==> config.mk <==
export PLATFORM = sky130hd
export DESIGN_NAME = proc_ctrl_top
export DESIGN_NICKNAME = d
export VERILOG_FILES = /design/src/proc_ctrl_pkg.sv /design/src/pipe_ifs.sv /design/src/decode_stage.sv /design/src/exec_mem_pipe.sv /design/src/proc_ctrl_top.sv /design/src/writeback_stage.sv
export SDC_FILE = /design/constraint.sdc
export NUM_CORES = 1
export LEC_CHECK = 0
export ABC_AREA = 1
export BUFFER_PORTS_ARGS = -buffer_cell sky130_fd_sc_hd__clkbuf_2
export CELL_PAD_IN_SITES_DETAIL_PLACEMENT = 0
export CELL_PAD_IN_SITES_GLOBAL_PLACEMENT = 1
export CORE_MARGIN = 1.5
export CORE_UTILIZATION = 43
export CTS_CLUSTER_SIZE = 8
export DETAILED_ROUTE_END_ITERATION = 12
export PLACE_DENSITY_LB_ADDON = 0.1
export SLEW_MARGIN = 20
export SYNTH_ARGS = -nofsm -noshare
export SYNTH_HDL_FRONTEND = slang
export SYNTH_HIERARCHICAL = 1
export SYNTH_SLANG_ARGS = --single-unit
==> constraint.sdc <==
create_clock -name clk -period 3.31 [get_ports clk]
set_clock_uncertainty 0.15 [all_clocks]
set_input_delay 0 -clock clk [delete_from_list [all_inputs] [get_ports clk]]
set_output_delay 0 -clock clk [all_outputs]
set_load 0.02 [all_outputs]
==> src/proc_ctrl_pkg.sv <==
//------------------------------
// shared widths, instruction and csr encodings,
// manager role enum and decode result struct
//------------------------------

package proc_ctrl_pkg;

  //------------------------------
  // widths that carry a meaning
  //------------------------------

  // full instruction word
  typedef logic [31:0] inst_t;

  // register specifier, rd / rs1 / rs2
  typedef logic [4:0] reg_addr_t;

  // csr number in bits 31:20 of a system instruction
  typedef logic [11:0] csr_addr_t;

  // what an instruction does with the manager ports
  typedef enum logic [1:0] {
    mngr_none = 2'd0,
    mngr_rd   = 2'd1,
    mngr_wr   = 2'd2
  } mngr_role_t;

  // decode result, carried through the D stage only
  typedef struct packed {
    logic       inst_ok;
    logic       rs1_en;
    logic       rs2_en;
    logic       rf_wen;
    mngr_role_t mngr_role;
  } dec_t;

  //------------------------------
  // encodings
  //------------------------------

  // major opcodes
  localparam logic [6:0] opcode_op     = 7'b0110011;
  localparam logic [6:0] opcode_system = 7'b1110011;

  // csrr is csrrs with rs1 = x0, csrw is csrrw with rd = x0
  localparam logic [2:0] funct3_csrr = 3'b010;
  localparam logic [2:0] funct3_csrw = 3'b001;

  // manager registers
  localparam csr_addr_t csr_mngr2proc = 12'hfc0;
  localparam csr_addr_t csr_proc2mngr = 12'h7c0;

  // x0 is hardwired, a write to it never blocks a reader
  localparam reg_addr_t reg_zero = 5'd0;

  // addi x0, x0, 0
  localparam inst_t inst_nop = 32'h0000_0013;

endpackage

==> src/pipe_ifs.sv <==
//------------------------------
// stage_if between pipeline stages
// sb_if pending write scoreboard
//------------------------------

`timescale 1ns/1ps

// one stage to the next
// a transfer happens on a rising edge with val high and stall low,
// the data holds while stall is high
interface stage_if;

  logic                     val;
  // runs backward, driven by the receiving stage
  logic                     stall;
  logic                     rf_wen;
  proc_ctrl_pkg::reg_addr_t rf_waddr;
  // csrw to proc2mngr
  logic                     to_mngr;

  modport up   (output val, rf_wen, rf_waddr, to_mngr, input stall);
  modport down (input val, rf_wen, rf_waddr, to_mngr, output stall);

endinterface

// pending register writes in X, M and W
// every wen already has the stage valid bit folded in
interface sb_if;

  logic                     x_wen;
  proc_ctrl_pkg::reg_addr_t x_waddr;
  logic                     m_wen;
  proc_ctrl_pkg::reg_addr_t m_waddr;
  logic                     w_wen;
  proc_ctrl_pkg::reg_addr_t w_waddr;

  // X and M entries
  modport pipe (output x_wen, x_waddr, m_wen, m_waddr);
  // W entry
  modport wb   (output w_wen, w_waddr);
  // hazard check in D
  modport dec  (input x_wen, x_waddr, m_wen, m_waddr, w_wen, w_waddr);

endinterface

==> src/decode_stage.sv <==
//------------------------------
// D stage valid and instruction registers,
// decode table, hazard and manager input stall
//------------------------------

`timescale 1ns/1ps

module decode_stage (
  input  logic                 clk,
  input  logic                 reset,
  input  logic                 inst_val,
  input  proc_ctrl_pkg::inst_t inst,
  output logic                 inst_rdy,
  input  logic                 mngr2proc_val,
  output logic                 mngr2proc_rdy,
  stage_if.up                  out_stage,
  sb_if.dec                    sb
);

  logic                     val_d;
  proc_ctrl_pkg::inst_t     inst_d;
  proc_ctrl_pkg::dec_t      dec;
  proc_ctrl_pkg::reg_addr_t rs1;
  proc_ctrl_pkg::reg_addr_t rs2;
  logic                     is_csrr;
  logic                     ostall_mngr;
  logic                     ostall_hazard;
  logic                     ostall_d;
  logic                     stall_d;

  // one row of the control table
  function automatic proc_ctrl_pkg::dec_t cs(
    input logic                      ok,
    input logic                      r1_en,
    input logic                      r2_en,
    input logic                      wen,
    input proc_ctrl_pkg::mngr_role_t role
  );
    proc_ctrl_pkg::dec_t d;
    d.inst_ok   = ok;
    d.rs1_en    = r1_en;
    d.rs2_en    = r2_en;
    d.rf_wen    = wen;
    d.mngr_role = role;
    return d;
  endfunction

  // source matches one pending nonzero write
  function automatic logic raw_hit(
    input proc_ctrl_pkg::reg_addr_t src,
    input logic                     wen,
    input proc_ctrl_pkg::reg_addr_t waddr
  );
    return wen && (waddr == src) && (waddr != proc_ctrl_pkg::reg_zero);
  endfunction

  //------------------------------
  // pipeline registers
  //------------------------------

  always_ff @(posedge clk) begin
    if (reset) begin
      val_d <= 1'b0;
    end else if (!stall_d) begin
      val_d <= inst_val;
    end
  end

  // payload only meaningful under val_d
  always_ff @(posedge clk) begin
    if (!stall_d) begin
      inst_d <= inst;
    end
  end

  //------------------------------
  // decode
  //------------------------------

  always_comb begin
    casez (inst_d)
      //                                                               ok   rs1  rs2  wen
      proc_ctrl_pkg::inst_nop:
        dec = cs(1'b1, 1'b0, 1'b0, 1'b0, proc_ctrl_pkg::mngr_none);
      // add sll slt sltu xor srl or and
      {7'b0000000, 10'b?, 3'b???, 5'b?, proc_ctrl_pkg::opcode_op}:
        dec = cs(1'b1, 1'b1, 1'b1, 1'b1, proc_ctrl_pkg::mngr_none);
      // sub
      {7'b0100000, 10'b?, 3'b000, 5'b?, proc_ctrl_pkg::opcode_op}:
        dec = cs(1'b1, 1'b1, 1'b1, 1'b1, proc_ctrl_pkg::mngr_none);
      // sra
      {7'b0100000, 10'b?, 3'b101, 5'b?, proc_ctrl_pkg::opcode_op}:
        dec = cs(1'b1, 1'b1, 1'b1, 1'b1, proc_ctrl_pkg::mngr_none);
      // csrr rd, mngr2proc
      {proc_ctrl_pkg::csr_mngr2proc, 5'b00000, proc_ctrl_pkg::funct3_csrr, 5'b?,
       proc_ctrl_pkg::opcode_system}:
        dec = cs(1'b1, 1'b0, 1'b0, 1'b1, proc_ctrl_pkg::mngr_rd);
      // csrw proc2mngr, rs1
      {proc_ctrl_pkg::csr_proc2mngr, 5'b?, proc_ctrl_pkg::funct3_csrw, 5'b00000,
       proc_ctrl_pkg::opcode_system}:
        dec = cs(1'b1, 1'b1, 1'b0, 1'b0, proc_ctrl_pkg::mngr_wr);
      // anything else still flows down and commits without a write
      default:
        dec = cs(1'b0, 1'b0, 1'b0, 1'b0, proc_ctrl_pkg::mngr_none);
    endcase
  end

  assign rs1 = inst_d[19:15];
  assign rs2 = inst_d[24:20];

  //------------------------------
  // stall
  //------------------------------

  // no bypass so wait for the producer to leave W
  assign ostall_hazard =
    (dec.rs1_en && (raw_hit(rs1, sb.x_wen, sb.x_waddr) ||
                    raw_hit(rs1, sb.m_wen, sb.m_waddr) ||
                    raw_hit(rs1, sb.w_wen, sb.w_waddr))) ||
    (dec.rs2_en && (raw_hit(rs2, sb.x_wen, sb.x_waddr) ||
                    raw_hit(rs2, sb.m_wen, sb.m_waddr) ||
                    raw_hit(rs2, sb.w_wen, sb.w_waddr)));

  // csrr waits for a manager word
  assign is_csrr     = (dec.mngr_role == proc_ctrl_pkg::mngr_rd);
  assign ostall_mngr = is_csrr && !mngr2proc_val;

  assign ostall_d = val_d && (ostall_mngr || ostall_hazard);
  assign stall_d  = val_d && (ostall_d || out_stage.stall);

  // empty or moving
  assign inst_rdy      = !stall_d;
  // consume the manager word as the csrr leaves
  assign mngr2proc_rdy = val_d && !stall_d && is_csrr;

  // hand over to X
  assign out_stage.val      = val_d && !ostall_d;
  assign out_stage.rf_wen   = dec.rf_wen;
  assign out_stage.rf_waddr = inst_d[11:7];
  assign out_stage.to_mngr  = (dec.mngr_role == proc_ctrl_pkg::mngr_wr);

  // a manager word is only taken by a real csrr of mngr2proc sitting in D
  a_mngr2proc_rdy: assert property (@(posedge clk) disable iff (reset)
    mngr2proc_rdy |-> (val_d && dec.inst_ok &&
                       inst_d[6:0] == proc_ctrl_pkg::opcode_system &&
                       inst_d[14:12] == proc_ctrl_pkg::funct3_csrr &&
                       inst_d[31:20] == proc_ctrl_pkg::csr_mngr2proc))
    else $error("mngr2proc_rdy without a valid csrr in D");

endmodule

==> src/exec_mem_pipe.sv <==
//------------------------------
// X and M stage control registers
//------------------------------

`timescale 1ns/1ps

module exec_mem_pipe (
  input  logic  clk,
  input  logic  reset,
  stage_if.down in_stage,
  stage_if.up   out_stage,
  sb_if.pipe    sb
);

  logic                     val_x;
  logic                     rf_wen_x;
  proc_ctrl_pkg::reg_addr_t rf_waddr_x;
  logic                     to_mngr_x;
  logic                     val_m;
  logic                     rf_wen_m;
  proc_ctrl_pkg::reg_addr_t rf_waddr_m;
  logic                     to_mngr_m;
  logic                     stall_x;
  logic                     stall_m;

  // a stage only stalls when it holds something that cannot move,
  // so an empty stage keeps filling behind a blocked one
  assign stall_m = val_m && out_stage.stall;
  assign stall_x = val_x && stall_m;

  assign in_stage.stall = stall_x;

  always_ff @(posedge clk) begin
    if (reset) begin
      val_x <= 1'b0;
      val_m <= 1'b0;
    end else begin
      if (!stall_x) val_x <= in_stage.val;
      if (!stall_m) val_m <= val_x;
    end
  end

  // control payload
  always_ff @(posedge clk) begin
    if (!stall_x) begin
      rf_wen_x   <= in_stage.rf_wen;
      rf_waddr_x <= in_stage.rf_waddr;
      to_mngr_x  <= in_stage.to_mngr;
    end
    if (!stall_m) begin
      rf_wen_m   <= rf_wen_x;
      rf_waddr_m <= rf_waddr_x;
      to_mngr_m  <= to_mngr_x;
    end
  end

  // scoreboard entries
  assign sb.x_wen   = val_x && rf_wen_x;
  assign sb.x_waddr = rf_waddr_x;
  assign sb.m_wen   = val_m && rf_wen_m;
  assign sb.m_waddr = rf_waddr_m;

  assign out_stage.val      = val_m;
  assign out_stage.rf_wen   = rf_wen_m;
  assign out_stage.rf_waddr = rf_waddr_m;
  assign out_stage.to_mngr  = to_mngr_m;

  // W back-pressure must freeze what M offers
  a_out_hold: assert property (@(posedge clk) disable iff (reset)
    (out_stage.val && out_stage.stall) |=>
      $stable({out_stage.val, out_stage.rf_wen, out_stage.rf_waddr, out_stage.to_mngr}))
    else $error("M stage data changed under W stall");

endmodule

==> src/proc_ctrl_top.sv <==
//------------------------------
// control unit top, D -> X/M -> W
//------------------------------

`timescale 1ns/1ps

module proc_ctrl_top (
  input  logic                     clk,
  input  logic                     reset,
  // instruction stream
  input  logic                     inst_val,
  input  proc_ctrl_pkg::inst_t     inst,
  output logic                     inst_rdy,
  // manager ports
  input  logic                     mngr2proc_val,
  output logic                     mngr2proc_rdy,
  output logic                     proc2mngr_val,
  input  logic                     proc2mngr_rdy,
  // commit side
  output logic                     rf_wen,
  output proc_ctrl_pkg::reg_addr_t rf_waddr,
  output logic                     commit
);

  stage_if d2x ();
  stage_if x2w ();
  sb_if    sb  ();

  decode_stage u_decode (
    .clk           (clk),
    .reset         (reset),
    .inst_val      (inst_val),
    .inst          (inst),
    .inst_rdy      (inst_rdy),
    .mngr2proc_val (mngr2proc_val),
    .mngr2proc_rdy (mngr2proc_rdy),
    .out_stage     (d2x),
    .sb            (sb)
  );

  exec_mem_pipe u_exec_mem (
    .clk       (clk),
    .reset     (reset),
    .in_stage  (d2x),
    .out_stage (x2w),
    .sb        (sb)
  );

  writeback_stage u_writeback (
    .clk           (clk),
    .reset         (reset),
    .proc2mngr_rdy (proc2mngr_rdy),
    .proc2mngr_val (proc2mngr_val),
    .rf_wen        (rf_wen),
    .rf_waddr      (rf_waddr),
    .commit        (commit),
    .in_stage      (x2w),
    .sb            (sb)
  );

endmodule

==> src/writeback_stage.sv <==
//------------------------------
// W stage: register write, commit,
// proc2mngr back-pressure
//------------------------------

`timescale 1ns/1ps

module writeback_stage (
  input  logic                     clk,
  input  logic                     reset,
  input  logic                     proc2mngr_rdy,
  output logic                     proc2mngr_val,
  output logic                     rf_wen,
  output proc_ctrl_pkg::reg_addr_t rf_waddr,
  output logic                     commit,
  stage_if.down                    in_stage,
  sb_if.wb                         sb
);

  logic                     val_w;
  logic                     rf_wen_w;
  proc_ctrl_pkg::reg_addr_t rf_waddr_w;
  logic                     to_mngr_w;
  logic                     stall_w;

  // csrw holds W until the manager takes the word
  assign stall_w        = val_w && to_mngr_w && !proc2mngr_rdy;
  assign in_stage.stall = stall_w;

  always_ff @(posedge clk) begin
    if (reset) begin
      val_w <= 1'b0;
    end else if (!stall_w) begin
      val_w <= in_stage.val;
    end
  end

  always_ff @(posedge clk) begin
    if (!stall_w) begin
      rf_wen_w   <= in_stage.rf_wen;
      rf_waddr_w <= in_stage.rf_waddr;
      to_mngr_w  <= in_stage.to_mngr;
    end
  end

  // level, independent of rdy
  assign proc2mngr_val = val_w && to_mngr_w;

  assign commit   = val_w && !stall_w;
  assign rf_wen   = commit && rf_wen_w;
  assign rf_waddr = rf_waddr_w;

  // pending write stays visible to D until commit
  assign sb.w_wen   = val_w && rf_wen_w;
  assign sb.w_waddr = rf_waddr_w;

  a_p2m_hold: assert property (@(posedge clk) disable iff (reset)
    (proc2mngr_val && !proc2mngr_rdy) |=> proc2mngr_val)
    else $error("proc2mngr_val dropped before it was accepted");

endmodule
Yosys cells after proc, flatten, opt, wreduce, memory -nomap -nowiden
Cells that the tools add are included.
- logic and storage cells: 74
- output and inout port bits: 10
- register bits after elaboration: 57
- input bits: 37
- eq/ne operators: 14
- reduce and logical (&&, ||, !) cells: 45
- muxes and demuxes: 1
- operators with widths (kind ; number):
    17-bit by 16-bit equality test with 1-bit output (second input constant) ; 2
    32-bit by 5-bit equality test with 1-bit output (second input constant) ; 1
    5-bit equality test ; 6
    1-bit logical AND ; 29
    27-bit by 26-bit equality test with 1-bit output (second input constant) ; 1
    27-bit equality test (second input constant) ; 1
    5-bit case mux with 4 select lines ; 1
    5-bit nonzero test ; 3
    14-bit by 6-bit equality test with 1-bit output (second input constant) ; 1
    1-bit logical OR ; 7
    1-bit zero test ; 5
    3-bit OR reduction ; 1
    2-bit by 1-bit equality test with 1-bit output (second input constant) ; 1
    2-bit equality test (second input constant) ; 1

Logic depth before layout (Yosys ltp)
- depth in word-level cells: 14
- gate-level depth with buffers: 14
- gate-level depth less buffers: 13

By module
Netlist, hierarchy kept.
- modules (own cells, without submodules) (module ; cells an instance ; area an instance (µm²) ; sequential area each (µm²) ; instances):
    decode_stage ; 235 ; 1916.8 ; 980.9 ; 1
    exec_mem_pipe ; 32 ; 551.8 ; 460.4 ; 1
    writeback_stage ; 25 ; 324.1 ; 230.2 ; 1

Least setup slack after synthesis
OpenSTA, ideal clock, no wires.
- path type: register -> register
- start: reg u_writeback.rf_waddr_w[3], in the netlist u_writeback/rf_waddr[3]
- end: reg u_decode.inst_d[0], enable pin
- data required time: 2.771 ns
- stages on the path, launching flop included: 11
- period minus slack after synthesis: 2.512 ns
- arrival time: 1.972 ns
- library setup time: 0.389 ns
- buffers on the path: 1
- slack: 0.798 ns
- path through: edfxtp_1 > buf_4 > inv_1 > nand3_1 > nor2_1 > nor2_1 > nand2_1 > nand3_2 > nand2_2 > nand4_2 > nand2_1
- word-level cells in the longest chain between the ends: 10
- elaborated cells between the ends (all ways): 16
- those cells by class: eq/ne: 2; reduce/logical: 14
- RTL lines (element ; RTL line ; RTL):
    start, declared ; writeback_stage.sv:22 ; proc_ctrl_pkg::reg_addr_t rf_waddr_w;
    start signal, assigned ; writeback_stage.sv:41 ; rf_waddr_w <= in_stage.rf_waddr;
    5-bit equality test ; decode_stage.sv:54 ; return wen && (waddr == src) && (waddr != proc_ctrl_pkg::reg_zero);
    1-bit logical AND (2 in series) ; decode_stage.sv:54 ;
    1-bit logical OR (on tied branches) ; decode_stage.sv:118, decode_stage.sv:121 ;
    1-bit logical AND (on tied branches) ; decode_stage.sv:117, decode_stage.sv:120 ;
    1-bit logical OR * ; decode_stage.sv:119 ; raw_hit(rs1, sb.w_wen, sb.w_waddr))) ||
    1-bit logical OR * ; decode_stage.sv:128 ; assign ostall_d = val_d && (ostall_mngr || ostall_hazard);
    1-bit logical AND * ; decode_stage.sv:128 ;
    1-bit logical OR * ; decode_stage.sv:129 ; assign stall_d = val_d && (ostall_d || out_stage.stall);
    1-bit logical AND * ; decode_stage.sv:129 ;
    end signal, assigned ; decode_stage.sv:72 ; inst_d <= inst;
    end, declared ; decode_stage.sv:21 ; proc_ctrl_pkg::inst_t inst_d;
Mark *: on every way between the ends. The rest lies on a longest branch, timed or not.
A chain may end at the register's enable or synchronous reset.

Worst setup path in the final report
- start: reg u_writeback.val_w
- end: reg u_decode.val_d
- elaborated cells between the ends (all ways): 18
- those cells by class: reduce/logical: 18
- RTL lines (element ; RTL line ; RTL):
    start, declared ; writeback_stage.sv:20 ; logic val_w;
    start signal, assigned ; writeback_stage.sv:34 ; val_w <= in_stage.val;
    1-bit logical AND (2 in series) ; writeback_stage.sv:27 ; assign stall_w = val_w && to_mngr_w && !proc2mngr_rdy;
    via x2w.stall ; pipe_ifs.sv:15 ; logic stall;
    1-bit logical AND ; exec_mem_pipe.sv:28 ; assign stall_m = val_m && out_stage.stall;
    1-bit logical AND ; exec_mem_pipe.sv:29 ; assign stall_x = val_x && stall_m;
    via d2x.stall ; pipe_ifs.sv:15 ;
    1-bit logical OR ; decode_stage.sv:129 ;
    1-bit logical AND ; decode_stage.sv:129 ;
    end signal, assigned ; decode_stage.sv:65 ; val_d <= inst_val;
    end, declared ; decode_stage.sv:20 ; logic val_d;
The timed path passes the listed nets, and every way through them passes these cells.

==> summary.txt <==
Top-count cell post-synth: nand2_1
Cells on worst reg2reg path: 9
Achievable Freq: 426 MHz
Final GP Congestion: 0.859
Number of rows created at floorplan: 29
Async set-reset flop share out of synthesis: 0
Slew at the pin closest to its max-slew limit: 0.404 ns
Number of nets in the layout: 408
Detail Placement HPWL: 4450 um
Ranking of synthesized cells by area: edfxtp_1 (57%), nand2_1 (12%), inv_1 (5.2%)
Clock tree from TritonCTS: yes
CP cell instances: nand3_2, inv_2, nand3_2, inv_1, inv_1, nand4_2, nand2_2, a21oi_2, dlygate4sd3_1
Share of final-layout standard cells stronger than drive strength 1: 0.234
Unrepaired setup endpoints after global routing: false
Synthesized area divided by synthesized cell count: 9.56 sq um
Start-to-end type of the worst setup path: reg -> reg
Most instantiated flip-flop cell in the synthesis netlist: edfxtp_1
Clock insertion delay at the later pin of the skew report: 0.33 ns
Count of unresolved DRC violations after routing: 0
I/O pin cnt: 47
Sequential fraction of the synthesis area: 0.599
Post-CTS clock slew at the launch and capture registers of the worst setup and hold paths: 0.07 ns
Worst ir drop on vdd: 0.000338 V
Antenna Nets Post-Route: 0
Final number of max-transition violations: 0
Beginning of the critical path: u_writeback/val_w
Cell Area, Synth: 2790 sq um
Signed area change from the synthesized netlist to the final layout: 27.9%
Static leakage: 1.65 nW
H-tree depth: 3
Synthesized instance count: 292
Cell variety after synth: 25
Number of buffers created by CTS: 9
Clock net sink count: 57
Setup slack of the worst register-to-register path: 0.96 ns
Length of the first detailed-routing pass in iterations: 4
Diode insertion count for antenna repair: 0
Number of buffers on the longest clock path: 2
R2R Path Start: u_writeback/val_w
Initial antenna violation count: 0
Area leader, netlist: edfxtp_1
Setup crit start kind: register
Total congestion overflow: 0
CP required: 3.44 ns
Maximum number of pins on one net before global-route repair: 33
Detailed-route vias per instance: 4.76
Final hold violations: 0
Fin Setup TNS: 0 ns
Global-route wire length before repair: 9560 um
Die Footprint: 6990 sq um
Die Y-Extent: 83.6 um
Horizontal die dimension: 83.6 um
Wire length per cell after detailed routing: 13.5 um
Worst reg2reg endpoint: u_decode/val_d
Area of the placeable core: 6310 sq um
Via count of the first global-routing pass: 2,048
Endpoint class of the critical path: register
Cell with the biggest individual delay on the critical path: dlygate4sd3_1
Buffers inserted during post-CTS setup optimization: 0
Count of vias placed by the detailed router: 2,156
Starting DRC count in detailed routing: 190
Max Cap Violations: 0
Status: finished, final reports clean
Crit-path max cell delay: 0.54 ns
Worst min-delay path class: in -> reg
Setup violations, final: 0
Synth cell count leaders: nand2_1 (89), edfxtp_1 (53), inv_1 (39), nor2_1 (27), nand3_1 (18)
Number of enable flip-flop cells after synthesis: 53
Port Buf Inserts: 46
Fin crit period: 2.35 ns
Post-synthesis net count: 329
Worst endpoint data arrival time: 2.48 ns
All-Layer GR Usage: 0.183
Cell at the root of the clock tree: clkbuf_8
Register bit total from synthesis: 57
Pwr Density: 451 nW/um^2
Effective utilization at floorplan: 0.442
Aggregate routed wire length: 6100 um
Critical-path maximum fanout: 9
Final Power: 1.61 mW
Relative slew slack: 0.731
Top-area cell type share of the netlist area: 0.570
Critical Path Sink: u_decode/val_d
Count of yosys warnings during synthesis: 6
Ratio of final minimum period to clock period: 0.710
-- layout make-up --
cell class | count | area, sq um
multi-input combinational | 171 | 825
timing repair buffer | 83 | 598
tap | 77 | 96.3
clock inverter | 5 | 55.1
sequential | 57 | 1670
inverter | 49 | 184
clock buffer | 11 | 141
fill | 583 | 2740
-- placed cells by master (no fill, tap or decap), types with 2 or more instances in the layout --
master	instances
inv_2	9
nor3b_1	2
nand2_1	89
nor2_1	27
a21oi_1	6
dfxtp_1	4
edfxtp_1	53
dlygate4sd3_1	36
nand3_2	5
xnor2_1	3
clkinv_2	2
nand3_1	18
clkbuf_8	10
nand4_1	3
clkbuf_2	46
o21ai_0	2
nor3_2	4
clkinvlp_4	2
inv_1	39
nand2_2	2
a21oi_2	3
-- per-stage QoR --
| step | hold slack, ns | util | setup WS [ns] | cell area (sq um) | instances |
|---|---|---|---|---|---|
| after floorplan | -0.0876 | - | 0.798 | 2790 | 292 |
| final | 0.0125 | 0.566 | 0.961 | 3570 | 453 |
| after CTS | 0.00785 | 0.566 | 0.930 | 3570 | 453 |
| after global placement | 0.0268 | 0.477 | 1.07 | 3010 | 401 |
| after global routing | 0.0205 | 0.566 | 0.814 | 3570 | 453 |
| after detailed placement | 0.0286 | 0.477 | 1.04 | 3010 | 401 |
-- kinds of logic after synthesis --
group                     count (synthesis)  synth area share
AOI/OAI and AO/OA                        13            0.0282
and+or+nand+nor                         155             0.258
buffers and inverters                    64             0.106
xor gates and xnor gates                  3           0.00941
DFF                                      57             0.599
-- sequential cells by signal (all words and copies together), names as in the netlist --
register                       count
u_exec_mem/to_mngr_x               1
u_exec_mem/val_x                   1
u_decode/val_d                     1
u_exec_mem/sb.x_waddr              5
u_writeback/val_w                  1
u_writeback/rf_wen_w               1
u_writeback/to_mngr_w              1
u_exec_mem/out_stage.rf_wen        1
u_exec_mem/out_stage.val           1
u_writeback/rf_waddr               5
u_decode/inst_d                   32
u_exec_mem/rf_wen_x                1
u_exec_mem/out_stage.to_mngr       1
u_exec_mem/out_stage.rf_waddr      5
-- repair_timing --
item                                    in CTS  in global routing
endpoints found under the setup margin       0                  0
resized for setup                            0                  0
endpoints found under the hold margin       36                  0
hold buffers                                36                  0
-- critical path: cells and delay by family (launching register included) --
family                 cells  cell delay, ns
AOI/OAI and AO/OA          1            0.11
DFF                        1            0.39
and+or+nand+nor            4            0.68
buffers and inverters      4            0.97
-- per-layer routing --
layer | global-route usage | wire [um]
met5 | 0 | 0
met4 | 0.0864 | 159
met1 | 0.214 | 2600
met2 | 0.311 | 2990
met3 | 0.0504 | 347
-- where the power goes --
| group | internal, mW | leakage (nW) | total [mW] | switching (mW) |
|---|---|---|---|---|
| Clock | 0.365 | 0.0953 | 0.634 | 0.269 |
| Combinational | 0.0683 | 0.953 | 0.127 | 0.0590 |
| Sequential | 0.819 | 0.605 | 0.850 | 0.0318 |
-- how the worst min path moves through the flow --
stage / start / endpoint / cells past startpoint
2_1_floorplan: reset / u_decode/val_d / 1
3_3_place_gp: inst[5] / u_decode/inst_d[5] / 1
3_5_place_dp: inst[25] / u_decode/inst_d[25] / 1
4_1_cts: proc2mngr_rdy / u_writeback/to_mngr_w / 3
5_1_grt: proc2mngr_rdy / u_writeback/to_mngr_w / 3
6_report: proc2mngr_rdy / u_writeback/to_mngr_w / 3
Note: power is estimated with default switching activity, not from simulation.
